$ cat src/fir_pkg.sv
/*
 * shared widths, tap counts and pipeline latency of the symmetric FIR
 * sample and coefficient types, folded coefficient table
 */
`default_nettype none

package fir_pkg;

	// sample, partial sum and product width
	localparam int SAMPLE_WIDTH = 18;

	typedef logic signed [SAMPLE_WIDTH-1:0] sample_t;
	typedef logic signed [SAMPLE_WIDTH-1:0] coeff_t;

	// filter length and number of folded taps
	localparam int TAP_COUNT          = 44;
	localparam int UNIQUE_COEFF_COUNT = TAP_COUNT / 2;

	// enabled edges from sample capture to o_out
	localparam int PIPELINE_LATENCY = 8;

	// coefficient k weights taps k and TAP_COUNT-1-k
	localparam coeff_t COEFFICIENTS [UNIQUE_COEFF_COUNT] = '{
		18'sd88,
		18'sd0,
		-18'sd97,
		-18'sd197,
		-18'sd294,
		-18'sd380,
		-18'sd447,
		-18'sd490,
		-18'sd504,
		-18'sd481,
		-18'sd420,
		-18'sd319,
		-18'sd178,
		18'sd0,
		18'sd212,
		18'sd451,
		18'sd710,
		18'sd980,
		18'sd1252,
		18'sd1514,
		18'sd1756,
		18'sd1971
	};

endpackage

`default_nettype wire

$ cat src/fir_valid_delay.sv
/*
 * valid flag pipeline of the FIR, as deep as the data path
 */
`timescale 1ns/10ps
`default_nettype none

module fir_valid_delay (
	input  wire  clk,
	input  wire  reset,
	input  wire  i_clk_ena,
	input  wire  i_valid,
	output logic o_valid
);
	import fir_pkg::*;

	// bit 0 takes the flag of the sample entering tap 0
	logic [PIPELINE_LATENCY-1:0] valid_pipe;

	always_ff @(posedge clk or posedge reset) begin
		if (reset) begin
			valid_pipe <= '0;
		end else if (i_clk_ena) begin
			valid_pipe <= {valid_pipe[PIPELINE_LATENCY-2:0], i_valid};
		end
	end

	// lines up with o_sum of the adder tree
	assign o_valid = valid_pipe[PIPELINE_LATENCY-1];

endmodule

`default_nettype wire

$ cat config.mk
export PLATFORM = sky130hd
export DESIGN_NAME = fir_valid_delay
export DESIGN_NICKNAME = d
export VERILOG_FILES = /design/src/fir_pkg.sv /design/src/fir_valid_delay.sv
export SDC_FILE = /design/constraint.sdc
export NUM_CORES = 1
export LEC_CHECK = 0
export ABC_AREA = 1
export BUFFER_PORTS_ARGS = -buffer_cell sky130_fd_sc_hd__buf_2
export CAP_MARGIN = 20
export CORE_AREA = 2 2 39 41
export DETAILED_ROUTE_END_ITERATION = 12
export DIE_AREA = 0 0 41 43
export SLEW_MARGIN = 20
export SYNTH_ARGS = -nofsm -noshare
export SYNTH_HDL_FRONTEND = slang
export SYNTH_SLANG_ARGS = --single-unit
$ cat constraint.sdc
create_clock -name clk -period 0.8 [get_ports clk]
set_input_delay 0.08 -clock clk [delete_from_list [all_inputs] [get_ports clk]]
set_output_delay 0.08 -clock clk [all_outputs]
set_load 0.05 [all_outputs]
# Yosys cells after proc, flatten, opt, wreduce, memory -nomap -nowiden
# Cells that the tools add are included.
[classes]
order_cmp = 0
div_mod_pow = 0
n_mul = 0
shifts = 0
n_mux = 0
n_bitwise = 0
n_addsub = 0
n_eq_ne = 0
reduce_logical = 0
[totals]
register_bits = 8
output_inout_bits = 1
input_bits = 4
romBits = 0
ramBits = 0
elab_cells = 1
latch_bits = 0
n_memories = 0

# Longest topological paths before layout
[depth]
word_depth = 0
mapped_depth = 4
depth_no_buf = 3

# Worst setup path before layout
# No wires, ideal clock.
[synth_timing]
kind = "register to register"
start = "reg valid_pipe[7] (netlist name)"
end = "reg valid_pipe[7]"
slack_ns = -0.032
required_time_ns = 0.681
path_stages_with_launch = 3
t_arrival_ns = 0.713
n_path_buf = 0
path_cell_list = "dfrtp_1 > nand2_1 > nand2_1"
[synth_lines]
columns = ["element", "line", "source"]
rows = [
  ["end signal, assigned", "fir_valid_delay.sv:23", "valid_pipe <= {valid_pipe[PIPELINE_LATENCY-2:0], i_valid};"],
  ["end, declared", "fir_valid_delay.sv:17", "logic [PIPELINE_LATENCY-1:0] valid_pipe;"],
]

# Final worst setup path
[layout_timing]
start = "reg valid_pipe[7]"
end = "out o_valid"
[layout_lines]
columns = ["element", "line", "source"]
rows = [
  ["end, declared", "fir_valid_delay.sv:12", "output logic o_valid"],
]
# No word-level cell between the ends.

==> impl_metrics.yaml <==
clock_network:
  insertion_delay_ps: 260
  number_of_buffers_created_by_cts: 3
  cts-root-buf: "clkbuf_4"
  cts-root-to-sink-buffers: 2
  post-cts-setup-buffer-count: 0
  htree_num_levels: 1
  path_clk_slew_ps: 60
  cts.sink_count: 8
  cts_tree: "built"
sta:
  timing.final.max_slew_violations: 0
  max_freq_mhz: 1110
  layout_min_cycle_time_ps: 900
  period_share_pct: 112
  timing.setup.tns_ps: -99.9
  number_of_hold_violations_in_the_final_report: 0
  holdWs_ps: 37.3
  slew_headroom_pct: 78.2
  finClkSkew_ps: 13.1
  endpoints_failing_setup: 1
  grt_setup_unrepaired: "true"
  tightestPinTransition_ps: 327
  final.setup.worst_slack_ps: -99.9
finish:
  n_fill_cell: 146
  final-instance-count-excl-fill: 59
  n_antenna_cell: 0
  largest_registers: "valid_pipe (8)"
  finish.net_count: 48
  final_core_utilization_pct: 27.6
  design_area_um2: 382
  layout-drive-gt1-share_pct: 20.9
  area_growth_pct: 23.5
  max_flop_register: "valid_pipe"
  flip_flop_count_of_the_largest_register_after_layout: 8
yosys:
  synth_top_family_by_area: "simple AND/OR/NAND/NOR gates"
  share_of_cell_area_taken_by_muxes_after_synthesis_pct: 0
  synth-simple-area-share_pct: 29.1
  yosys.area_share.adder_pct: 0
  synthDominantAreaCellType: "dfrtp_1"
  post_synth_num_cell_types: 5
  synth-compound-area-share_pct: 0
  synth_fp_nets: 39
  synthesis.area_um2: 309
  post_synth_most_frequent_cells: "nand2_1, dfrtp_1, buf_6, inv_1, inv_2"
  synth.most_common_cell: "nand2_1"
  ys_async_sr_fraction_pct: 100
  syn_inst: 35
  yosys_warnings: 0
  postSynthAreaPerCell_um2: 8.83
  post_synthesis_register_bit_count: 8
  yosys-top-cells-area: "dfrtp_1, nand2_1, buf_6"
  synthXorXnorAreaFrac_pct: 0
  ys_dominant_reg_cell: "dfrtp_1"
  synth_edf_count: 0
  synth.yosys.seq_area_share_pct: 64.8
  post-synth-top-area-fraction_pct: 64.8
critical_path:
  nature_of_the_critical_path_startpoint: "flop"
  cp_slowest_cell: "dfrtp_2"
  critical_path.cell_chain: "buf_6"
  worstPathRequired_ps: 720
  critical_path.n_buffers_inverters: 1
  cp.arrival_ps: 820
  path_max_fanout: 2
  reg2regPathDepth: 2
  worstSetupPathDepth: 1
  path_delay_family: "flip-flops"
  critical_path_class: "reg -> out"
  critical-path-max-stage-delay_ps: 410
  setup.worst_path.end_class: "output pin"
placement:
  routability_driven_placement_congestion_ratio: 0.701
  pre_cts_ws_ps: 136
  dp_hpwl_um: 367
  dpl.cell_count: 54
  numPortBuffers: 4
  placement.cell_area_um2: 339
pwr:
  peak_ir_drop_on_the_vdd_network_mv: 0.956
  pwr_density_cell_mw_per_mm2: 2510
  static-leakage-power_nw: 0.216
  share_comb_of_total_power_pct: 13.4
  clock_power_share_pct: 35.8
  swShare_pct: 27.1
  seq_power_share_pct: 50.9
  p_sw_mw: 0.259
  total_power_mw: 0.958
  internal_power_mw: 0.699
routing:
  avgRoutedWirePerCell_um: 9.41
  dr.first_iter.drc_count: 10
  drtAntennaViolNets: 0
  drc: 0
  finalWirelength_um: 555
  via_count: 225
  first_pass_iters: 4
  vias_per_cell: 3.81
status:
  run_status: "finished with violations"
  violations: "negative setup slack"
floorplan:
  std_cell_rows: 14
  die_width_um: 41
  initial_utilization_pct: 22.3
  ports_placed_on_the_boundary: 5
  core_region_area_mm2: 0.00138
  die-height_um: 43
  dieArea_mm2: 0.00176
grt:
  grt_max_degree: 10
  vias_in_the_first_global_route: 253
  grt_remaining_overflow: 0
  track_usage_pct: 8.92
  antenna_violations_before_repair: 0
  grt_pass1_wl_um: 979
worst_hold_path:
  min_path_cells: 3
  hold_class: "in -> reg"
job:
  cap_violations: 0
[worst paths after layout]
check,start,endpoint,slack [ps]
min reg2reg,valid_pipe[4]$_DFFE_PP0P_,valid_pipe[4]$_DFFE_PP0P_,470
max,valid_pipe[7]$_DFFE_PP0P_,o_valid,-100
max in group asynchronous,reset,valid_pipe[7]$_DFFE_PP0P_,230
max reg2reg,valid_pipe[7]$_DFFE_PP0P_,valid_pipe[7]$_DFFE_PP0P_,190
min in group asynchronous,reset,valid_pipe[6]$_DFFE_PP0P_,310
min,i_valid,valid_pipe[0]$_DFFE_PP0P_,40
[power groups by stage]
stage / clock network [mW] / logic, mW / registers [mW]
after global routing: 0.377 / 0.147 / 0.494
final: 0.343 / 0.128 / 0.488
after detailed placement: 0 / 0.116 / 0.494
after floorplan: 0 / 0.0640 / 0.517
after global placement: 0 / 0.113 / 0.491
after CTS: 0.353 / 0.130 / 0.489
[cells in the final DEF, fill, tap and decap left out]
| master | Yosys | routed |
|---|---|---|
| buf_2 | 0 | 3 |
| buf_6 | 1 | 1 |
| clkbuf_1 | 0 | 1 |
| clkbuf_4 | 0 | 3 |
| dfrtp_1 | 8 | 7 |
| dfrtp_2 | 0 | 1 |
| dlygate4sd3_1 | 0 | 1 |
| inv_1 | 1 | 1 |
| inv_2 | 1 | 1 |
| nand2_1 | 24 | 24 |
[layout make-up]
cell class                 count  area [um^2]  share of cell area (%)
timing repair buffer           5         36.3                    9.51
clock buffer                   4         26.3                    6.89
inverter                       2         7.51                    1.97
multi-input combinational     24         90.1                    23.6
sequential                     8          201                    52.8
tap                           16         20.0                    5.25
[cell families after synthesis]
| logic type | Yosys count |
|---|---|
| simple gates | 24 |
| buf+inv | 3 |
| flops | 8 |
[metal layers]
layer / wire, um / up-vias / track usage, % / part of all wire [%]
li1: - / 118 / - / -
met5: 0 / - / 0 / 0
met3: 19 / 2 / 3.14 / 3.4
met2: 264 / 2 / 12.5 / 48
met4: 13 / 0 / 10.0 / 2.3
met1: 257 / 103 / 8.94 / 46
[what timing repair did]
item,in CTS,in global routing
setup endpoints to repair,1,1
hold endpoints to repair,8,0
resized for setup,2,0
gates cloned,0,0
hold buffers,1,0
(Power assumes the default switching activity.)
