--- config.mk ---
export PLATFORM = sky130hd
export DESIGN_NAME = fir_tap_delay_line
export DESIGN_NICKNAME = d
export VERILOG_FILES = /design/src/fir_pkg.sv /design/src/fir_tap_delay_line.sv
export SDC_FILE = /design/constraint.sdc
export NUM_CORES = 1
export LEC_CHECK = 0
export ABC_AREA = 0
export BUFFER_PORTS_ARGS = -buffer_cell sky130_fd_sc_hd__buf_2
export CAP_MARGIN = 30
export CELL_PAD_IN_SITES_DETAIL_PLACEMENT = 1
export CELL_PAD_IN_SITES_GLOBAL_PLACEMENT = 2
export CORE_AREA = 2 2 313 315
export CTS_CLUSTER_SIZE = 40
export DETAILED_ROUTE_END_ITERATION = 6
export DIE_AREA = 0 0 315 317
export HOLD_SLACK_MARGIN = 0.03
export PLACE_DENSITY_LB_ADDON = 0.25
export SKIP_CTS_REPAIR_TIMING = 1
export SYNTH_ARGS = -nofsm -noshare
export SYNTH_HDL_FRONTEND = slang
export SYNTH_SLANG_ARGS = --single-unit
--- constraint.sdc ---
create_clock -name clk -period 25.7 [get_ports clk]
set_clock_uncertainty 0.2 [all_clocks]
set_input_delay 5.14 -clock clk [delete_from_list [all_inputs] [get_ports clk]]
set_output_delay 5.14 -clock clk [all_outputs]
set_load 0.005 [all_outputs]
--- src/fir_pkg.sv ---
/*
 * shared widths, tap counts and pipeline latency of the symmetric FIR
 * sample and coefficient types, folded coefficient table
 */
`default_nettype none

package fir_pkg;

	// sample, partial sum and product width
	localparam int SAMPLE_WIDTH = 18;

	typedef logic signed [SAMPLE_WIDTH-1:0] sample_t;
	typedef logic signed [SAMPLE_WIDTH-1:0] coeff_t;

	// filter length and number of folded taps
	localparam int TAP_COUNT          = 44;
	localparam int UNIQUE_COEFF_COUNT = TAP_COUNT / 2;

	// enabled edges from sample capture to o_out
	localparam int PIPELINE_LATENCY = 8;

	// coefficient k weights taps k and TAP_COUNT-1-k
	localparam coeff_t COEFFICIENTS [UNIQUE_COEFF_COUNT] = '{
		18'sd88,
		18'sd0,
		-18'sd97,
		-18'sd197,
		-18'sd294,
		-18'sd380,
		-18'sd447,
		-18'sd490,
		-18'sd504,
		-18'sd481,
		-18'sd420,
		-18'sd319,
		-18'sd178,
		18'sd0,
		18'sd212,
		18'sd451,
		18'sd710,
		18'sd980,
		18'sd1252,
		18'sd1514,
		18'sd1756,
		18'sd1971
	};

endpackage

`default_nettype wire

--- src/fir_tap_delay_line.sv ---
/*
 * sample delay line of the FIR, 44 enabled stages with async clear
 * taps are handed out already folded as near/far pairs
 */
`timescale 1ns/10ps
`default_nettype none

module fir_tap_delay_line (
	input  wire              clk,
	input  wire              reset,
	input  wire              i_clk_ena,
	input  wire fir_pkg::sample_t i_in,
	output fir_pkg::sample_t o_near_taps [fir_pkg::UNIQUE_COEFF_COUNT],
	output fir_pkg::sample_t o_far_taps  [fir_pkg::UNIQUE_COEFF_COUNT]
);
	import fir_pkg::*;

	// tap 0 holds the newest sample
	sample_t taps [TAP_COUNT];

	always_ff @(posedge clk or posedge reset) begin
		if (reset) begin
			for (int i = 0; i < TAP_COUNT; i++) begin
				taps[i] <= '0;
			end
		end else if (i_clk_ena) begin
			taps[0] <= i_in;
			for (int i = 1; i < TAP_COUNT; i++) begin
				taps[i] <= taps[i-1];
			end
		end
	end

	// mirror the upper half onto the lower
	for (genvar k = 0; k < UNIQUE_COEFF_COUNT; k++) begin : g_fold
		assign o_near_taps[k] = taps[k];
		assign o_far_taps[k]  = taps[TAP_COUNT-1-k];
	end

endmodule

`default_nettype wire

# == Word-level counts from Yosys, hierarchy flattened ==
# Cells that the tools add are included.
# totals
regBits,792
input_bits,21
output_inout_bits,792
word_cells,44

# == Logic depth before layout (Yosys ltp) ==
# logic_depth
ltp_word,0
ltp_mapped,4
mapped_depth_nobuf,1

# == Least setup slack after synthesis ==
# Ideal clock, no wire load.
# synth_path
kind,in2reg
from,input i_clk_ena
to,register taps (netlist bit o_near_taps[378])
setup_time_ns,0.125
arrival_time_ns,5.887
required_time_ns,25.375
setup_slack_ns,19.488
stages,4
n_path_buf,3
path_cell_list,buf_6 > buf_6 > buf_6 > mux2_2
# synth_lines
item,line_no,text
from (decl),fir_tap_delay_line.sv:11,"input wire i_clk_ena,"
"to (signal, indexed assignment)",fir_tap_delay_line.sv:29,taps[i] <= taps[i-1];
to (decl),fir_tap_delay_line.sv:19,sample_t taps [TAP_COUNT];
# No word-level cell between the ends.

==> results_tabular.tex <==
\begin{tabular}{lr}
\hline
Metric & Value \\
\hline
\multicolumn{2}{l}{\textbf{Outcome}} \\
\quad Result of the run & finished clean \\
\multicolumn{2}{l}{\textbf{Worst setup path}} \\
\quad Crit start category & primary input \\
\quad Kind of end point of the critical path & async pin \\
\quad Required time of the critical path & 26210 ps \\
\quad Crit Reg-Reg Startpoint & o\_far\_taps[21] \\
\quad Critical-path cell list & buf\_2 > clkinvlp\_4 > buf\_4 > buf\_12 > buf\_4 > buf\_4 \\
\quad Max Fanout on Critical Path & $\sim$160 \\
\quad CP Data Arrival Time & 8880 ps \\
\quad Most numerous cell on the critical path & sky130\_fd\_sc\_hd\_\_buf\_4 \\
\quad Buffers and inverters on the worst path & 6 \\
\quad Critical setup path kind & primary input to async pin \\
\quad Capturing point of the worst reg2reg path & o\_far\_taps[39] \\
\quad R2R Setup Slk & 24520 ps \\
\quad CP peak stage delay & 770 ps \\
\quad Worst-case reg-to-reg path depth & 1 \\
\quad Cell family contributing the most delay on the critical path & buffers and inverters \\
\quad Cell at the slowest stage of the critical path & sky130\_fd\_sc\_hd\_\_buf\_4 \\
\multicolumn{2}{l}{\textbf{Route}} \\
\quad Number of routed nets with antenna violations & 0 \\
\quad Wire length after detailed routing & 91600 microns \\
\quad Total number of vias & 17.6k \\
\quad Post-detailed-route wirelength per cell & 23.7 microns \\
\quad Count of unresolved DRC violations after routing & 0 \\
\quad DRT iter0 DRCs & 801 \\
\quad Post-DR vias/cell & 4.56 \\
\quad Pre-Repair DR Iteration Count & 4 \\
\multicolumn{2}{l}{\textbf{Power and ir drop}} \\
\quad Leak Pwr & 19.4 nW \\
\quad Worst supply voltage drop on vdd & 0.0554 mV \\
\quad PwrDens & 111 nW/um\^{}2 \\
\multicolumn{2}{l}{\textbf{STA}} \\
\quad Max-slew violations & 0 \\
\quad Max Clk Rate & 119 MHz \\
\quad Number of failing setup endpoints in the final timing report & 0 \\
\quad Final Cycle Share & 0.326 \\
\quad Relative slew slack & 0.264 \\
\quad Final Hold Violating Endpoints & 0 \\
\quad Setup TNS & 0 ps \\
\quad Final WS setup & 17330 ps \\
\quad Worst Tran Pin Value & 1100 ps \\
\quad Minimum clock period after layout & 8370 ps \\
\quad Unrepaired setup endpoints after global routing & no \\
\multicolumn{2}{l}{\textbf{Flow run}} \\
\quad Reported max-cap violation count & 0 \\
\multicolumn{2}{l}{\textbf{Clocking}} \\
\quad Skew-Pair Late Insertion Delay & between 600 and 700 ps \\
\quad Total clock buffers created by CTS & 91 \\
\quad Count of H-tree levels built during CTS & 3 \\
\quad TritonCTS clock tree & built \\
\quad Sinks on the clock net & 792 \\
\quad Clock Path Buffers & 3 \\
\quad Clock-pin transition on the worst setup and hold timing paths & roughly 60 ps \\
\quad Clock Root Buffer & sky130\_fd\_sc\_hd\_\_clkbuf\_16 \\
\multicolumn{2}{l}{\textbf{Layout}} \\
\quad Multi-input combinational cell area & 8920 sq um \\
\quad Nets & 2536 \\
\quad Area Growth Syn to Fin & 26.9\% \\
\quad Number of filler instances in the final layout & around 10k \\
\quad Register area & 19800 sq um \\
\quad Share of final-layout standard cells stronger than drive strength 1 & 0.685 \\
\multicolumn{2}{l}{\textbf{GRT}} \\
\quad Largest net degree at the start of global routing & between 150 and 200 \\
\quad Wire length of the first global-routing pass & approximately 130000 microns \\
\quad GR Overflow Total & 0 \\
\quad GRT Total Usage & 0.179 \\
\quad Antenna violations before repair & 6 \\
\quad Via count of the first global-routing pass & 19.0k \\
\multicolumn{2}{l}{\textbf{Synthesis}} \\
\quad Flop and latch count out of synthesis & 792 \\
\quad Cell area after synthesis & 29700 sq um \\
\quad Mean post-synth cell area & 17.8 sq um \\
\quad Synth top area share & 0.667 \\
\quad Number of synthesis warnings & 0 \\
\quad Mapped Nets & 1694 \\
\quad Biggest area consumer among synthesized cells & sky130\_fd\_sc\_hd\_\_dfrtp\_1 \\
\quad Count of distinct cell types in the synthesized netlist & 5 \\
\quad Cell types occupying the most area after synthesis & sky130\_fd\_sc\_hd\_\_dfrtp\_1 67\%, sky130\_fd\_sc\_hd\_\_mux2\_2 30\%, sky130\_fd\_sc\_hd\_\_buf\_6 3.3\% \\
\quad Number of standard cells after synthesis & 1673 \\
\quad Share of the yosys chip area belonging to registers & 0.667 \\
\multicolumn{2}{l}{\textbf{Floorplanning}} \\
\quad Placement row count & 114 \\
\quad Die footprint & 99900 sq um \\
\quad Placeable Area & 96300 sq um \\
\quad Die height & between 300 and 400 microns \\
\quad Die width & 315 microns \\
\quad Starting utilization of the core area & 0.309 \\
\quad Ports placed on the boundary & slightly above 800 \\
\multicolumn{2}{l}{\textbf{Worst hold path}} \\
\quad Worst hold path type & flip-flop to flip-flop \\
\quad Hold depth & 1 \\
\quad Endpoint of the worst hold path & o\_far\_taps[387] \\
\quad Critical hold path startpoint & o\_far\_taps[387] \\
\multicolumn{2}{l}{\textbf{Placement}} \\
\quad Weighted congestion reported at the end of routability-driven placement & 0.826 \\
\quad Count of input and output buffers & 812 \\
\quad Placement Setup Slack & 16470 ps \\
\quad HPWL reported at the end of detailed placement & 68500 microns \\
\hline
\end{tabular}
-- state kept, by name, summed over array words and instances, names as in the netlist --
register / count
o_far_taps: 396
o_near_taps: 396
-- how the worst max path moves through the flow --
stage | start | to | slack (ps) | cells after the start
after floorplan | reset | o_far_taps[0] | 9490 | 1
after global placement | reset | o_far_taps[371] | 16580 | 6
after detailed placement | reset | o_far_taps[389] | 16470 | 6
after CTS | reset | o_far_taps[357] | 17210 | 6
after global routing | reset | o_far_taps[374] | 16840 | 6
final | reset | o_far_taps[388] | 17330 | 6
-- cell type report --
cell class,instances,area share
clock buffer,140,0.0727
timing repair buffer,837,0.117
multi-input combinational,792,0.236
tap,1276,0.0423
sequential,792,0.525
antenna,2,0.000133
clock inverter,24,0.00567
inverter,1,0.000199
-- where the power goes --
group	switching, mW	total [mW]	internal, mW
Sequential	0.341	1.95	1.61
Clock	0.518	1.27	0.754
Combinational	0.435	0.953	0.518
Total	1.29	4.17	2.88
-- Yosys cell counts (all sizes together) --
cell type  instances
buf               88
dfrtp            792
inv                1
mux2             792
-- cell families (layout without fill, tap and decap cells) --
group / after synthesis / in the layout / share of synthesized area
flops: 792 / 792 / 0.667
buf+inv: 89 / 1002 / 0.0333
other cells: 0 / 2 / 0
mux: 792 / 792 / 0.300
-- routing by layer --
metal  track usage  vias to the layer above  wire length (microns)
met2         0.311                      620                  46400
li1              -                     7649                      -
met5             0                        -                      0
met1         0.195                     9222                  33000
met4        0.0553                        0                   2570
met3        0.0816                      126                   9570
-- layout by cell type, fill, tap and decap left out, drive strengths merged --
master      n
buf       837
mux2      792
dfrtp     792
clkbuf    140
clkinv     17
inv         4
diode       2
clkinvlp    2
bufinv      2
-- through the flow --
step	util	power [mW]	hold WS, ps	std cells	instance area (sq um)
floorplan	-	2.26	305	1673	29700
global placement	0.359	2.93	287	3691	34600
detailed placement	0.360	2.96	292	3693	34600
CTS	0.390	4.26	305	3857	37600
global route	0.392	4.42	315	3863	37700
finish	0.392	4.17	302	3864	37700
No activity file was read; power rests on OpenSTA's default activity.
