[src/fir_pkg.sv]
/*
 * shared widths, tap counts and pipeline latency of the symmetric FIR
 * sample and coefficient types, folded coefficient table
 */
`default_nettype none

package fir_pkg;

	// sample, partial sum and product width
	localparam int SAMPLE_WIDTH = 18;

	typedef logic signed [SAMPLE_WIDTH-1:0] sample_t;
	typedef logic signed [SAMPLE_WIDTH-1:0] coeff_t;

	// filter length and number of folded taps
	localparam int TAP_COUNT          = 44;
	localparam int UNIQUE_COEFF_COUNT = TAP_COUNT / 2;

	// enabled edges from sample capture to o_out
	localparam int PIPELINE_LATENCY = 8;

	// coefficient k weights taps k and TAP_COUNT-1-k
	localparam coeff_t COEFFICIENTS [UNIQUE_COEFF_COUNT] = '{
		18'sd88,
		18'sd0,
		-18'sd97,
		-18'sd197,
		-18'sd294,
		-18'sd380,
		-18'sd447,
		-18'sd490,
		-18'sd504,
		-18'sd481,
		-18'sd420,
		-18'sd319,
		-18'sd178,
		18'sd0,
		18'sd212,
		18'sd451,
		18'sd710,
		18'sd980,
		18'sd1252,
		18'sd1514,
		18'sd1756,
		18'sd1971
	};

endpackage

`default_nettype wire

[src/fir_tap_products.sv]
/*
 * folded pre-adders and coefficient multipliers of the FIR
 * two register stages, all arithmetic wraps at 18 bits
 */
`timescale 1ns/10ps
`default_nettype none

module fir_tap_products (
	input  wire              clk,
	input  wire              i_clk_ena,
	input  wire fir_pkg::sample_t i_near_taps [fir_pkg::UNIQUE_COEFF_COUNT],
	input  wire fir_pkg::sample_t i_far_taps  [fir_pkg::UNIQUE_COEFF_COUNT],
	output fir_pkg::sample_t o_products  [fir_pkg::UNIQUE_COEFF_COUNT]
);
	import fir_pkg::*;

	// tap k plus tap 43-k
	sample_t pair_sum [UNIQUE_COEFF_COUNT];

	//**********************************************************************
	// stage 1, pre-add
	//**********************************************************************

	always_ff @(posedge clk) begin
		if (i_clk_ena) begin
			for (int k = 0; k < UNIQUE_COEFF_COUNT; k++) begin
				pair_sum[k] <= i_near_taps[k] + i_far_taps[k];
			end
		end
	end

	//**********************************************************************
	// stage 2, multiply
	//**********************************************************************

	// only the low 18 bits of each product are kept
	always_ff @(posedge clk) begin
		if (i_clk_ena) begin
			for (int k = 0; k < UNIQUE_COEFF_COUNT; k++) begin
				o_products[k] <= pair_sum[k] * COEFFICIENTS[k];
			end
		end
	end

endmodule

`default_nettype wire

[config.mk]
export PLATFORM = sky130hd
export DESIGN_NAME = fir_tap_products
export DESIGN_NICKNAME = d
export VERILOG_FILES = /design/src/fir_pkg.sv /design/src/fir_tap_products.sv
export SDC_FILE = /design/constraint.sdc
export NUM_CORES = 2
export LEC_CHECK = 0
export ABC_AREA = 1
export BUFFER_PORTS_ARGS = -buffer_cell sky130_fd_sc_hd__buf_2
export CAP_MARGIN = 20
export CELL_PAD_IN_SITES_DETAIL_PLACEMENT = 0
export CELL_PAD_IN_SITES_GLOBAL_PLACEMENT = 1
export CORE_AREA = 2 2 466 468
export DETAILED_ROUTE_END_ITERATION = 7
export DIE_AREA = 0 0 468 470
export HOLD_SLACK_MARGIN = 0.06
export PLACE_DENSITY_LB_ADDON = 0.15
export SLEW_MARGIN = 20
export SYNTH_ARGS = -nofsm -noshare
export SYNTH_HDL_FRONTEND = slang
export SYNTH_SLANG_ARGS = --single-unit
[constraint.sdc]
create_clock -name clk -period 7.3 [get_ports clk]
set_input_delay 0.73 -clock clk [delete_from_list [all_inputs] [get_ports clk]]
set_output_delay 0.73 -clock clk [all_outputs]
set_load 0.005 [all_outputs]
; ---- Yosys cells after proc, flatten, opt, wreduce, memory -nomap -nowiden
; Memories as Yosys holds them, arrays and structs flattened.
; Index checks and enable logic that the tools add are counted.
[classes]
add_sub_neg = 22
n_mul = 20
mux = 2
[ops]
columns = operator, n
row1 = adder 18 bit, 22
row2 = multiplier 18 x 10 -> 18 bit (second input constant), 4
row3 = multiplier 18 x 10 -> 16 bit (second input constant), 2
row4 = multiplier 18 x 8 -> 16 bit (second input constant), 2
row5 = multiplier 18 x 9 -> 17 bit (second input constant), 2
row6 = multiplier 18 x 10 -> 17 bit (second input constant), 1
row7 = multiplier 18 x 11 -> 17 bit (second input constant), 1
row8 = multiplier 18 x 12 -> 18 bit (second input constant), 1
row9 = multiplier 18 x 5 -> 15 bit (second input constant), 1
row10 = multiplier 18 x 7 -> 15 bit (second input constant), 1
row11 = multiplier 18 x 7 -> 16 bit (second input constant), 1
row12 = multiplier 18 x 8 -> 17 bit (second input constant), 1
row13 = multiplier 18 x 8 -> 18 bit (second input constant), 1
row14 = multiplier 18 x 9 -> 16 bit (second input constant), 1
row15 = multiplier 18 x 9 -> 18 bit (second input constant), 1
row16 = 2-to-1 mux 1 bit, 2
[totals]
register_bits = 337
ramBits = 396
out_inout_bits = 396
mem_count = 1
[memory_table]
columns = name, words, word_bits, read_ports, rd_ports_with_merged_regs, wr, line
row1 = pair_sum, 22, 18, 20, 0, 22, fir_tap_products.sv:18  ; sample_t pair_sum [UNIQUE_COEFF_COUNT];

; ---- Depth between registers and ports, before layout
[logic_depth]
depth_word = 2
mapped_depth = 21

; ---- Least setup slack after synthesis
; Ideal clock, no wire load.
[synth_path]
path_kind = register to register
from = memory pair_sum[2][56] (netlist name)
to = register o_products[51] (netlist name), data pin
setup_ns = 0.260
t_arrival_ns = 3.997
required_ns = 7.040
setup_slack_ns = 3.043
stages_incl_launch_ff = 17
path_buffers = 0
period_less_slack_ns = 4.257
cell_sequence = edfxtp_1 > fa_1 > fa_1 > inv_1 > fa_1 > inv_1 > fa_1 > inv_1 > fa_1 > inv_1 > ha_1 > nand2_1 > o21ai_0 > a21oi_1 > nor2_1 > nor2_1 > xor2_1
[synth_lines]
columns = element, line
row1 = start: declaration, fir_tap_products.sv:18
row2 = end signal: indexed assignment, fir_tap_products.sv:40  ; o_products[k] <= pair_sum[k] * COEFFICIENTS[k];
row3 = end: declaration, fir_tap_products.sv:13  ; output fir_pkg::sample_t o_products [fir_pkg::UNIQUE_COEFF_COUNT]

==> reports/metrics.csv <==
metric,value,unit
status,"complete, no violations",
I/O pin count,1190,
die area,220000,um^2
number of I/O port buffers,1012,
"most used cell, CP",fa_1,
post-synth top area share,0.275,
area of the multi-input gates,46500,um^2
reg2reg path depth,16,
Synth area leaders,"edfxtp_1 (28%), ha_1 (21%), fa_1 (16%), inv_1 (9.0%), nand2_1 (5.5%)",
DRC,0,
Critical Path Source Type,flop,
WL/cell,17.8,um
period utilisation layout,0.623,
H-tree Lvls,3,
Die Wd,468,um
Tmin final,4550,ps
P&R area growth vs syn,15.7,%
final instance area,85100,um^2
"slowest stage delay, CP",590,ps
critical path peak fanout,7,
CTS tree,built,
worst hold-check path type,in2reg,
CP Class,reg2reg,
Critical Path Slowest Stage Cell,edfxtp_1,
Cells after Synth,7831,
Total GRT Usage,0.190,
"Remaining Overflow, GRT",0,
Yosys top cell by area,edfxtp_1,
first-pass GRT wire length,324000,um
initial core utilization,0.341,
"CTS clk-pin slew, worst paths",60,ps
worst hold endpoint,pair_sum[0][0],
via count,55005,
hpwl dp,184000,um
most frequent cells in the layout,"inv_1 (1764), ha_1 (1219), nand2_1 (1080)",
clk sinks,674,
storage element area,20200,um^2
Layout Nets,11557,
Cells on Worst Hold Path,2,
Synth Area per Inst,9.39,um^2
Mapped Area,73500,um^2
Die Ht,470,um
register area share after synthesis,0.275,
Post-DP Area,82100,um^2
FF-to-FF setup slack,2750,ps
clock latency on the worst-skew pair,720,ps
vias in the first global route,56804,
setup tns final,0,ps
"FF+latch count, synth",674,
Hold Buf Count CTS,0,
CTS buffer count,90,
Root Driver,clkbuf_16,
Final setup viols,0,
filler instances,21880,
Hold Crit Start,i_far_taps[378],
Final Hold Vio Count,0,
pin count of the biggest net entering global routing,143,
"Req. time, crit path",7760,ps
post-CTS resize count,0,
Vias per Instance,4.63,
Worst R2R Start,pair_sum[2][58],
Yosys cell types,40,
initial antenna violation count,45,
hold slack,300,ps
CP arrival,5010,ps
Final Max Slew Viols,0,
Max-Cap Viols,0,
Slew @ Worst Pin,956,ps
Worst Clk Skew,34.4,ps
Post-CTS Setup Repair Bufs,0,
TritonRoute pass-1 iters,5,
Final Wtd Congestion,0.917,
Fmax,220,MHz
CTS Buffer Depth,3,
final WL,211000,um
Crit. End Element,flop,
Routed Antenna Nets,0,
RSZ-0062 raised after global routing,false,
YS warnings,0,
total core area,216000,um^2
Iteration-0 DRC Markers,2389,
share of layout cells above drive strength 1,0.135,
relative slew slack,0.363,
Reg-to-Reg End,o_products[51],
row count,171,
worst path cell trace,fa_1 > fa_1 > inv_1 > fa_1 > inv_1 > fa_1 > inv_1 > fa_1 > inv_1 > ha_1 > nand2_1 > o21ai_0 > a21oi_1 > nor2_1 > nor2_1 > xor2_1,
"commonest non-fill, non-tap cell in the layout",inv_1,
-- flip-flops by register name, indices dropped and copies added, names as in the netlist --
signal / flops
o_products: 337
pair_sum: 337
-- per-layer routing --
| layer | vias up | share of wire | GRT usage |
|---|---|---|---|
| met5 | - | 0.0010 | 0 |
| li1 | 27679 | - | - |
| met4 | 40 | 0.029 | 0.0552 |
| met1 | 25923 | 0.42 | 0.232 |
| met2 | 1108 | 0.50 | 0.339 |
| met3 | 255 | 0.049 | 0.0333 |
-- critical path, delay by kind of cell (launching register included) --
kind	cells	cell delay, ps
buf+inv	4	200
flops	1	590
fa+ha+maj	6	2760
xor+xnor	1	140
compound gates	2	360
simple gates	3	240
-- worst max-delay path by stage --
stage / from / endpoint / slack [ps]
2_1_floorplan: pair_sum[2][56] / o_products[51] / 3040
4_1_cts: pair_sum[2][57] / o_products[51] / 2740
3_3_place_gp: pair_sum[2][58] / o_products[51] / 2740
3_5_place_dp: pair_sum[2][57] / o_products[51] / 2750
6_report: pair_sum[2][58] / o_products[51] / 2750
5_1_grt: pair_sum[2][78] / o_products[35] / 2540
-- final cells by class --
class | instances | area share
multi-input combinational | 5392 | 0.546
tap | 2854 | 0.0420
clock inverter | 64 | 0.00769
timing repair buffer | 1018 | 0.0609
clock buffer | 99 | 0.0274
sequential | 674 | 0.238
antenna | 15 | 0.000441
inverter | 1764 | 0.0778
-- cells by family (layout without fill, tap and decap cells) --
logic type | after synthesis | count (layout) | synth area share
other | 1 | 74 | 0.0000510
flip-flops | 674 | 674 | 0.275
XOR/XNOR | 606 | 606 | 0.0722
AO/OA/AOI/OAI | 981 | 981 | 0.0749
AND/OR/NAND/NOR | 1923 | 1923 | 0.110
adder cells (fa/ha/maj) | 1823 | 1823 | 0.372
buffers and inverters | 1823 | 2945 | 0.0961
-- through the flow --
stage / util / setup slack [ps] / instances
CTS: 0.394 / 2740 / 11865
floorplan: - / 3040 / 7889
finish: 0.395 / 2750 / 11880
global route: 0.394 / 2540 / 11868
detailed placement: 0.381 / 2750 / 11702
global placement: 0.381 / 2740 / 11702
-- cell usage after synthesis (all sizes together) --
| cell type | instances |
|---|---|
| inv | 1764 |
| ha | 1219 |
| nand2 | 1080 |
| edfxtp | 674 |
| fa | 604 |
| a21oi | 530 |
| xor2 | 414 |
| nand3 | 352 |
| nor2 | 309 |
| o21ai | 273 |
| xnor2 | 192 |
| nor3 | 71 |
| nand4 | 68 |
| buf | 59 |
| o31ai | 36 |
| a21o | 32 |
| a31oi | 30 |
| nand3b | 22 |
| a21boi | 20 |
| o21a | 16 |
| o21bai | 14 |
| or2 | 12 |
| o211ai | 9 |
| o2111ai | 7 |
| and2 | 6 |
| a211oi | 4 |
| o221ai | 4 |
| o311ai | 3 |
| a31o | 2 |
| nor3b | 2 |
| conb | 1 |
| nor4 | 1 |
| o41ai | 1 |
Power is not shown: default switching activity piles up to over one toggle a cycle in this logic, so the estimate is an artifact.
