--- src/fir_pkg.sv ---
/*
 * shared widths, tap counts and pipeline latency of the symmetric FIR
 * sample and coefficient types, folded coefficient table
 */
`default_nettype none

package fir_pkg;

	// sample, partial sum and product width
	localparam int SAMPLE_WIDTH = 18;

	typedef logic signed [SAMPLE_WIDTH-1:0] sample_t;
	typedef logic signed [SAMPLE_WIDTH-1:0] coeff_t;

	// filter length and number of folded taps
	localparam int TAP_COUNT          = 44;
	localparam int UNIQUE_COEFF_COUNT = TAP_COUNT / 2;

	// enabled edges from sample capture to o_out
	localparam int PIPELINE_LATENCY = 8;

	// coefficient k weights taps k and TAP_COUNT-1-k
	localparam coeff_t COEFFICIENTS [UNIQUE_COEFF_COUNT] = '{
		18'sd88,
		18'sd0,
		-18'sd97,
		-18'sd197,
		-18'sd294,
		-18'sd380,
		-18'sd447,
		-18'sd490,
		-18'sd504,
		-18'sd481,
		-18'sd420,
		-18'sd319,
		-18'sd178,
		18'sd0,
		18'sd212,
		18'sd451,
		18'sd710,
		18'sd980,
		18'sd1252,
		18'sd1514,
		18'sd1756,
		18'sd1971
	};

endpackage

`default_nettype wire

--- src/fir_adder_tree.sv ---
/*
 * registered binary adder tree, 22 products down to one sum
 * five levels, bye registers keep odd leftovers aligned
 */
`timescale 1ns/10ps
`default_nettype none

module fir_adder_tree (
	input  wire              clk,
	input  wire              i_clk_ena,
	input  wire fir_pkg::sample_t i_products [fir_pkg::UNIQUE_COEFF_COUNT],
	output fir_pkg::sample_t o_sum
);
	import fir_pkg::*;

	// partial sums per level
	sample_t level1 [11];
	sample_t level2 [6];
	sample_t level3 [3];
	sample_t level4 [2];

	//**********************************************************************
	// level 1, 22 -> 11
	//**********************************************************************

	always_ff @(posedge clk) begin
		if (i_clk_ena) begin
			for (int i = 0; i < UNIQUE_COEFF_COUNT / 2; i++) begin
				level1[i] <= i_products[2*i] + i_products[2*i+1];
			end
		end
	end

	//**********************************************************************
	// level 2, 11 -> 6
	//**********************************************************************

	always_ff @(posedge clk) begin
		if (i_clk_ena) begin
			for (int i = 0; i < 5; i++) begin
				level2[i] <= level1[2*i] + level1[2*i+1];
			end
			// bye for the odd one out
			level2[5] <= level1[10];
		end
	end

	//**********************************************************************
	// level 3, 6 -> 3
	//**********************************************************************

	always_ff @(posedge clk) begin
		if (i_clk_ena) begin
			for (int i = 0; i < 3; i++) begin
				level3[i] <= level2[2*i] + level2[2*i+1];
			end
		end
	end

	//**********************************************************************
	// level 4, 3 -> 2
	//**********************************************************************

	always_ff @(posedge clk) begin
		if (i_clk_ena) begin
			level4[0] <= level3[0] + level3[1];
			// bye, waits one level for its partner
			level4[1] <= level3[2];
		end
	end

	//**********************************************************************
	// level 5, final sum
	//**********************************************************************

	always_ff @(posedge clk) begin
		if (i_clk_ena) begin
			o_sum <= level4[0] + level4[1];
		end
	end

endmodule

`default_nettype wire

--- config.mk ---
export PLATFORM = sky130hd
export DESIGN_NAME = fir_adder_tree
export DESIGN_NICKNAME = d
export VERILOG_FILES = /design/src/fir_pkg.sv /design/src/fir_adder_tree.sv
export SDC_FILE = /design/constraint.sdc
export NUM_CORES = 1
export LEC_CHECK = 0
export BUFFER_PORTS_ARGS = -buffer_cell sky130_fd_sc_hd__buf_2
export CORE_ASPECT_RATIO = 0.9
export CORE_MARGIN = 3
export CORE_UTILIZATION = 45
export DETAILED_ROUTE_END_ITERATION = 10
export GPL_TIMING_DRIVEN = 0
export HOLD_SLACK_MARGIN = 0.02
export PLACE_DENSITY = 0.68
export SLEW_MARGIN = 30
export SYNTH_ARGS = -nofsm -noshare
export SYNTH_HDL_FRONTEND = slang
export SYNTH_SLANG_ARGS = --single-unit
--- constraint.sdc ---
create_clock -name clk -period 2.6 [get_ports clk]
set_input_delay 0.13 -clock clk [delete_from_list [all_inputs] [get_ports clk]]
set_output_delay 0.13 -clock clk [all_outputs]
set_load 0.02 [all_outputs]
## Yosys cells after proc, flatten, opt, wreduce, memory -nomap -nowiden

Memory sizes are Yosys's and may differ from the RTL's.
Cells that the tools add are included.

| word-level totals | value |
|---|---|
| memory bits (writable) | 396 |
| memory bits (read-only) | 0 |
| input port bits | 398 |
| flip-flop bits (word level) | 18 |
| word-level logic and storage cells | 28 |
| bits in latches | 0 |
| memories | 4 |

Memory list:

| name | depth | width | rd ports | clocked after Yosys merged registers in | write ports | line | text |
|---|---|---|---|---|---|---|---|
| level1 | 11 | 18 | 11 | 0 | 11 | fir_adder_tree.sv:17 | `sample_t level1 [11];` |
| level2 | 6 | 18 | 6 | 0 | 6 | fir_adder_tree.sv:18 | `sample_t level2 [6];` |
| level3 | 3 | 18 | 3 | 0 | 3 | fir_adder_tree.sv:19 | `sample_t level3 [3];` |
| level4 | 2 | 18 | 2 | 0 | 2 | fir_adder_tree.sv:20 | `sample_t level4 [2];` |

| operators by class | value |
|---|---|
| muxes and demuxes | 2 |
| shifts and indexed selects | 0 |
| $mul | 0 |
| equal/unequal tests | 0 |
| divide/modulo/power cells | 0 |
| reductions and logical operators | 0 |
| bitwise operators | 0 |
| magnitude comparators | 0 |
| $add $sub $neg | 21 |

Operator list:

| kind | number |
|---|---|
| $add A18 B18 Y18 | 21 |
| $mux W1 | 2 |

## Logic depth before layout (Yosys ltp)

Gate-level depths: netlist of the first run.

| logic depth | value |
|---|---|
| depth in word-level cells | 2 |
| depth in mapped cells | 10 |
| depth with buffers taken out | 10 |

## Least setup slack after synthesis of the first run

Ideal clock, no wire load.

| timing path | value |
|---|---|
| path kind | flip-flop to flip-flop |
| from | memory level4[0][0] (netlist bit) |
| to | register o_sum[16] (data pin) |
| library setup time | 260 ps |
| period minus slack after synthesis | 2575 ps |
| cell stages (with the launch flop) | 10 |
| data arrival time | 2315 ps |
| path slack | 25 ps |
| buffers on the path | 0 |
| path through | edfxtp_1 ha_1 fa_1 a21o_1 a21oi_1 o21bai_1 a211o_1 a2111oi_0 nor2_1 xor2_1 |

RTL lines:

| what | line | text |
|---|---|---|
| from (decl) | fir_adder_tree.sv:20 |  |
| to (signal assigned) | fir_adder_tree.sv:78 | `o_sum <= level4[0] + level4[1];` |
| to (decl) | fir_adder_tree.sv:12 | `output fir_pkg::sample_t o_sum` |

==> impl_metrics.env, run 1 <==
export IMPL_place_gp_congestion=0.918
export IMPL_synth_net_count=3335
export IMPL_viasPerCell=5.48
export IMPL_grt_setup_unrepaired="yes"
export IMPL_maxSlewViolCount=0
export IMPL_cp_start_kind="register"
export IMPL_die_area_um2=66500
export IMPL_cts_tree="done"
export IMPL_dr_pass1_iters=5
export IMPL_critPathCaptureType="register"
export IMPL_h_tree_depth=2
export IMPL_max_vdd_ir_drop_mv=0.452
export IMPL_core_um2=62000
export IMPL_clk_latency_ns=0.58
export IMPL_crit_family="compound AO/OA/AOI/OAI gates"
export IMPL_drv_cap=0
export IMPL_placement_setup_worst_slack_ns=-0.332
export IMPL_drc=0
export IMPL_yosysTopAreaCellShare=0.435
export IMPL_worst_slew_pin_slew_ns=0.832
export IMPL_die_h_um=245
export IMPL_final_core_util=0.561
export IMPL_totalWireLength_um=68500
export IMPL_yosys_warnings=0
export IMPL_overflow=0
export IMPL_port_buffers=415
export IMPL_grt_pass1_wl_um=108000
export IMPL_multi_input_area_um2=16000
export IMPL_fill_cells=5260
export IMPL_finalCritPeriodShare=1.03
export IMPL_num_io_pins=416
export IMPL_min_path_type="primary input to register"
export IMPL_layoutNonFillerInstCount=3994
export IMPL_critical_path_arrival_ns=2.98
export IMPL_power_total_mw=32.2
export IMPL_critPathMaxStageDelay_ns=0.42
export IMPL_clock_sinks=414
export IMPL_route_antenna_remaining_nets=0
export IMPL_fmax_ghz=0.374
export IMPL_dp_hpwl_um=54000
export IMPL_cp_slowest_cell="edfxtp_1"
export IMPL_critPathKind="register to register"
export IMPL_ys_async_sr_fraction=0
export IMPL_crit_required_ns=2.90
export IMPL_synth_edff_count=414
export IMPL_regArea_um2=12400
export IMPL_ys_ff_latch=414
export IMPL_path_cells="ha_4 -> fa_2 -> a21o_1 -> a21oi_2 -> o21bai_1 -> a211o_1 -> buf_6 -> a31oi_4 -> nor3_2 -> xor2_1"
export IMPL_cts_root_buf="clkbuf_16"
export IMPL_syn_inst=2559
export IMPL_place_inst=3815
export IMPL_synth_commonest_cells="edfxtp_1, ha_1, xnor2_1, a21oi_1, nor2_1"
export IMPL_drt_iter0_markers=1246
export IMPL_clkSlewWorstSetupHoldPaths_ns=0.06
export IMPL_synth_cell_area_um2=28500
export IMPL_num_vias=21880
export IMPL_yosysUniqueCellTypes=72
export IMPL_final_setup_worst_slack_ns=-0.0728
export IMPL_num_nets_final=3898
export IMPL_grt_usage=0.198
export IMPL_skew_ns=0.0159
export IMPL_start_util=0.461
export IMPL_syn_avg_cell_area_um2=11.2
export IMPL_path_depth=10
export IMPL_yosys_area_top_type="edfxtp_1"
export IMPL_finalSetupViolations=3
export IMPL_violations="setup timing"
export IMPL_path_max_fanout=3
export IMPL_synth_area_top_cells="edfxtp_1, ha_1, xnor2_1, a21oi_1, xor2_1"
export IMPL_synth_most_common_cell="edfxtp_1"
export IMPL_outcome="finished with violations"
export IMPL_relSlewSlack=0.431
export IMPL_grt_pass1_vias=21776
export IMPL_ys_flop_type="edfxtp_1"
export IMPL_rows=86
export IMPL_post_route_min_period_ns=2.67
export IMPL_power_leakage_nw=14.5
export IMPL_cellPowerDensity_nw_per_um2=925
export IMPL_post_drt_wl_per_cell_um=17.2
export IMPL_cts_buffer_depth=3
export IMPL_die_w_um=271
export IMPL_hold_viol=0
export IMPL_grt_max_degree=97
export IMPL_cp_num_buf_inv=1
export IMPL_whs_path_depth=4
export IMPL_drive_gt1_frac=0.199
export IMPL_cts_buffers=46
export IMPL_r2r_cells=10
export IMPL_antenna_found_initial=4
export IMPL_seq_area_frac_synth=0.435
export IMPL_area_delta_synth_final_pct=21.8
## placed cells by master, fill, tap and decap left out, drive strengths merged, types with 15 or more instances in the layout
cell         synthesis  final
buf                  0    433
nand2b              23     23
ha                 357    357
dlygate4sd3          0     83
fa                  21     21
and2                18     18
nor2b               70     70
nor2               157    157
or3                 18     18
a21o                88     88
a21boi              15     15
o21a                57     57
inv                142    144
a211oi              23     23
and3                15     15
xnor2              214    214
nand3               43     43
a31oi               38     38
edfxtp             414    414
clkbuf               3     54
nand2               97     97
nor4                18     18
o31ai               27     27
o21ai              142    142
o21bai              27     27
and4                16     16
clkinv               0     18
xor2                88     88
a21oi              211    211
nor3                38     38
## worst reg2reg max path: cells and delay by family (launching register included)
family                     cells  cell delay, ns
AOI/OAI and AO/OA              5            1.02
buffers and inverters          1            0.17
xor gates and xnor gates       1            0.18
adders and majority gates      2            0.54
and+or+nand+nor                1            0.06
DFF                            1            0.42
## metal layers
layer	global-route usage	up-vias	wire [µm]
li1	-	10866	-
met1	0.260	10453	30600
met2	0.351	464	33900
met3	0.0238	93	2620
met4	0.0475	4	1310
met5	0	-	27
## registers in the layout, indices dropped and copies added (netlist names)
name	flops
level1	198
level2	108
level3	54
level4	36
o_sum	18
## power breakdown
group          total [mW]  switching [mW]  leakage (nW)  internal, mW
logic                14.1            7.80          9.66          6.33
registers            11.2           0.883          4.05          10.3
clock network        6.84            2.67         0.783          4.17
total                32.2            11.4          14.5          20.8
## worst paths after layout
kind                            slack (ns)       endpoint           start
worst max-delay path                 -0.07      o_sum[12]    level4[0][0]
worst min-delay path                  0.06  level1[9][17]  i_products[52]
worst max register to register       -0.07      o_sum[12]    level4[0][0]
worst min register to register        0.42   level2[5][6]   level1[10][6]
## stage by stage
step                      hold slack (ns)  setup TNS (ns)  cell area (µm²)
after detailed placement            0.351           -1.45            31800
after global routing               0.0473          -0.698            34800
after CTS                          0.0200         -0.0451            34400
after floorplan                     0.242               0            28500
after global placement              0.407        -1819.58            31700
final                              0.0563          -0.157            34800
## cell families (layout without fill, tap and decap cells)
| logic type | count (synthesis) | count (layout) | synth area share |
|---|---|---|---|
| xor gates and xnor gates | 302 | 302 | 0.0927 |
| AOI/OAI and AO/OA | 763 | 763 | 0.182 |
| DFF | 414 | 414 | 0.435 |
| and+or+nand+nor | 554 | 554 | 0.0987 |
| muxes | 3 | 3 | 0.00105 |
| adders and majority gates | 378 | 378 | 0.171 |
| other | 0 | 1 | 0 |
| buffers and inverters | 145 | 743 | 0.0191 |
## timing repair
item                                    in CTS  in global routing
gates resized for setup                     20                 68
endpoints found under the setup margin      20                 42
hold buffers                                83                  0
pin swaps                                   10                 37
cloned                                       0                  0
hold endpoints to repair                    45                  0
buffers inserted                             3                 10
## area by class of cell
type,count,area share
Inverter,142,0.0153
Buffer,2,0.000216
Clock inverter,31,0.0122
Sequential cell,414,0.358
Clock buffer,52,0.0338
Timing Repair Buffer,516,0.0908
Antenna cell,1,0.0000720
Tap cell,836,0.0301
Multi-Input combinational cell,2000,0.460
(Power assumes the default switching activity.)
==> run 2, diff against run 1 <==
--- a/config.mk
+++ b/config.mk
@@ -6,7 +6,6 @@
 export NUM_CORES = 1
 export LEC_CHECK = 0
 export BUFFER_PORTS_ARGS = -buffer_cell sky130_fd_sc_hd__buf_2
-export CORE_ASPECT_RATIO = 0.9
 export CORE_MARGIN = 3
 export CORE_UTILIZATION = 45
 export DETAILED_ROUTE_END_ITERATION = 10
==> run 2 against run 1 <==
The flow now finishes without violations. Final area down 0.91%. Clock power about the same. Die area about the same. Largest cell class unchanged.
==> impl_metrics.env, run 2 (synthesis gave the netlist of run 1 again) <==
export IMPL_drv_cap=0
export IMPL_die_area_um2=66500
export IMPL_cts_buffers=47
export IMPL_cts_tree="done"
export IMPL_critPathCaptureType="register"
export IMPL_antenna_found_initial=3
export IMPL_cellPowerDensity_nw_per_um2=938
export IMPL_layoutNonFillerInstCount=3960
export IMPL_port_buffers=415
export IMPL_drive_gt1_frac=0.200
export IMPL_largest_register_ffs=198
export IMPL_die_w_um=258
export IMPL_core_um2=62300
export IMPL_grt_setup_unrepaired="yes"
export IMPL_num_io_pins=416
export IMPL_post_route_min_period_ns=2.55
export IMPL_area_delta_synth_final_pct=20.7
export IMPL_worst_slew_pin_slew_ns=0.818
export IMPL_max_vdd_ir_drop_mv=0.575
export IMPL_cp_slowest_cell="o41a_1"
export IMPL_hold_viol=0
export IMPL_viasPerCell=5.49
export IMPL_layout_common_cells="buf_2, edfxtp_1, ha_1, xnor2_1, a21oi_1"
export IMPL_cts_buffer_depth=3
export IMPL_dr_pass1_iters=5
export IMPL_power_leakage_nw=14.3
export IMPL_die_h_um=258
export IMPL_top_register="level1"
export IMPL_critPathMaxStageDelay_ns=0.50
export IMPL_fill_cells=5357
export IMPL_place_inst=3815
export IMPL_grt_pass1_vias=21922
export IMPL_grt_max_degree=93
export IMPL_min_path_type="primary input to register"
export IMPL_skew_ns=0.0227
export IMPL_totalWireLength_um=70200
export IMPL_clock_sinks=414
export IMPL_final_core_util=0.553
export IMPL_start_util=0.458
export IMPL_num_nets_final=3866
export IMPL_top_regs="level1 (198), level2 (108), level3 (54)"
export IMPL_overflow=0
export IMPL_crit_required_ns=2.91
export IMPL_place_gp_congestion=0.859
export IMPL_cts_root_buf="clkbuf_16"
export IMPL_cp_start_kind="register"
export IMPL_maxSlewViolCount=0
export IMPL_path_max_fanout=3
export IMPL_dp_hpwl_um=55800
export IMPL_clkSlewWorstSetupHoldPaths_ns=0.06
export IMPL_critical_path_arrival_ns=2.86
export IMPL_fmax_ghz=0.392
export IMPL_finalCritPeriodShare=0.981
export IMPL_rows=91
export IMPL_critPathKind="register to register"
export IMPL_clk_latency_ns=0.56
export IMPL_outcome="complete, no violations"
export IMPL_h_tree_depth=2
export IMPL_grt_pass1_wl_um=111000
export IMPL_path_cells="ha_2 -> inv_2 -> fa_2 -> nor2b_1 -> o21ai_1 -> a21boi_2 -> o41a_1 -> a41oi_2 -> o21ai_2 -> xor2_1"
export IMPL_drc=0
export IMPL_antenna_cells=0
export IMPL_drt_iter0_markers=983
export IMPL_route_antenna_remaining_nets=0
export IMPL_relSlewSlack=0.440
export IMPL_grt_usage=0.205
export IMPL_post_drt_wl_per_cell_um=17.7
export IMPL_finalSetupViolations=0
export IMPL_num_vias=21725
run 2: layout make-up:
type                            instances  area, µm²  share of cell area
Buffer                                  3       11.3            0.000327
Tap cell                              837       1050              0.0304
Sequential cell                       414      12400               0.361
Inverter                              142        533              0.0155
Clock inverter                         31        405              0.0118
Multi-Input combinational cell       2000      16000               0.466
Timing Repair Buffer                  482       2790              0.0810
Clock buffer                           51       1190              0.0346
run 2: worst max-delay path: cells and delay by family (launching register included):
family,cells,cell delay [ns]
compound gates,5,1.18
xor+xnor,1,0.14
fa+ha+maj,2,0.43
buf+inv,1,0.06
flops,1,0.46
simple gates,1,0.05
run 2: per-layer routing:
| metal | GRT usage | wire, µm | share of wire |
|---|---|---|---|
| met4 | 0.0556 | 1690 | 0.024 |
| met1 | 0.264 | 30900 | 0.44 |
| met2 | 0.366 | 35100 | 0.50 |
| met3 | 0.0233 | 2570 | 0.037 |
| met5 | 0 | 0 | 0 |
run 2: final timing paths:
path                  start       endpoint  slack, ns  cells past startpoint
max            level2[3][0]  level3[0][34]       0.05                     10
min          i_products[61]   level1[9][7]       0.05                      3
min reg2reg   level3[0][40]  level4[0][22]       0.41                      0
max reg2reg    level2[3][0]  level3[0][34]       0.05                     10
run 2: where the power goes:
group          internal [mW]  switching [mW]
registers               10.3           0.902
clock network           4.28            2.59
logic                   6.45            7.81
total                   21.0            11.3
run 2: per-stage QoR:
stage	power, mW	setup TNS, ns	setup slack, ns	area (µm²)	hold slack (ns)
2_1_floorplan	20.8	0	0.0248	28500	0.242
3_3_place_gp	24.1	-1826.59	-4.45	31700	0.404
3_5_place_dp	24.4	-0.894	-0.242	31800	0.405
4_1_cts	31.6	0	0.000881	33900	0.0201
5_1_grt	34.6	-0.341	-0.0619	34500	0.0406
6_report	32.3	0	0.0506	34500	0.0507
run 2: what timing repair did:
| item | 4_1_cts | 5_1_grt |
|---|---|---|
| hold buffers | 47 | 0 |
| pin swaps | 4 | 39 |
| endpoints found under the hold margin | 48 | 0 |
| gates resized for setup | 16 | 72 |
| setup buffers | 1 | 15 |
| endpoints found under the setup margin | 17 | 43 |
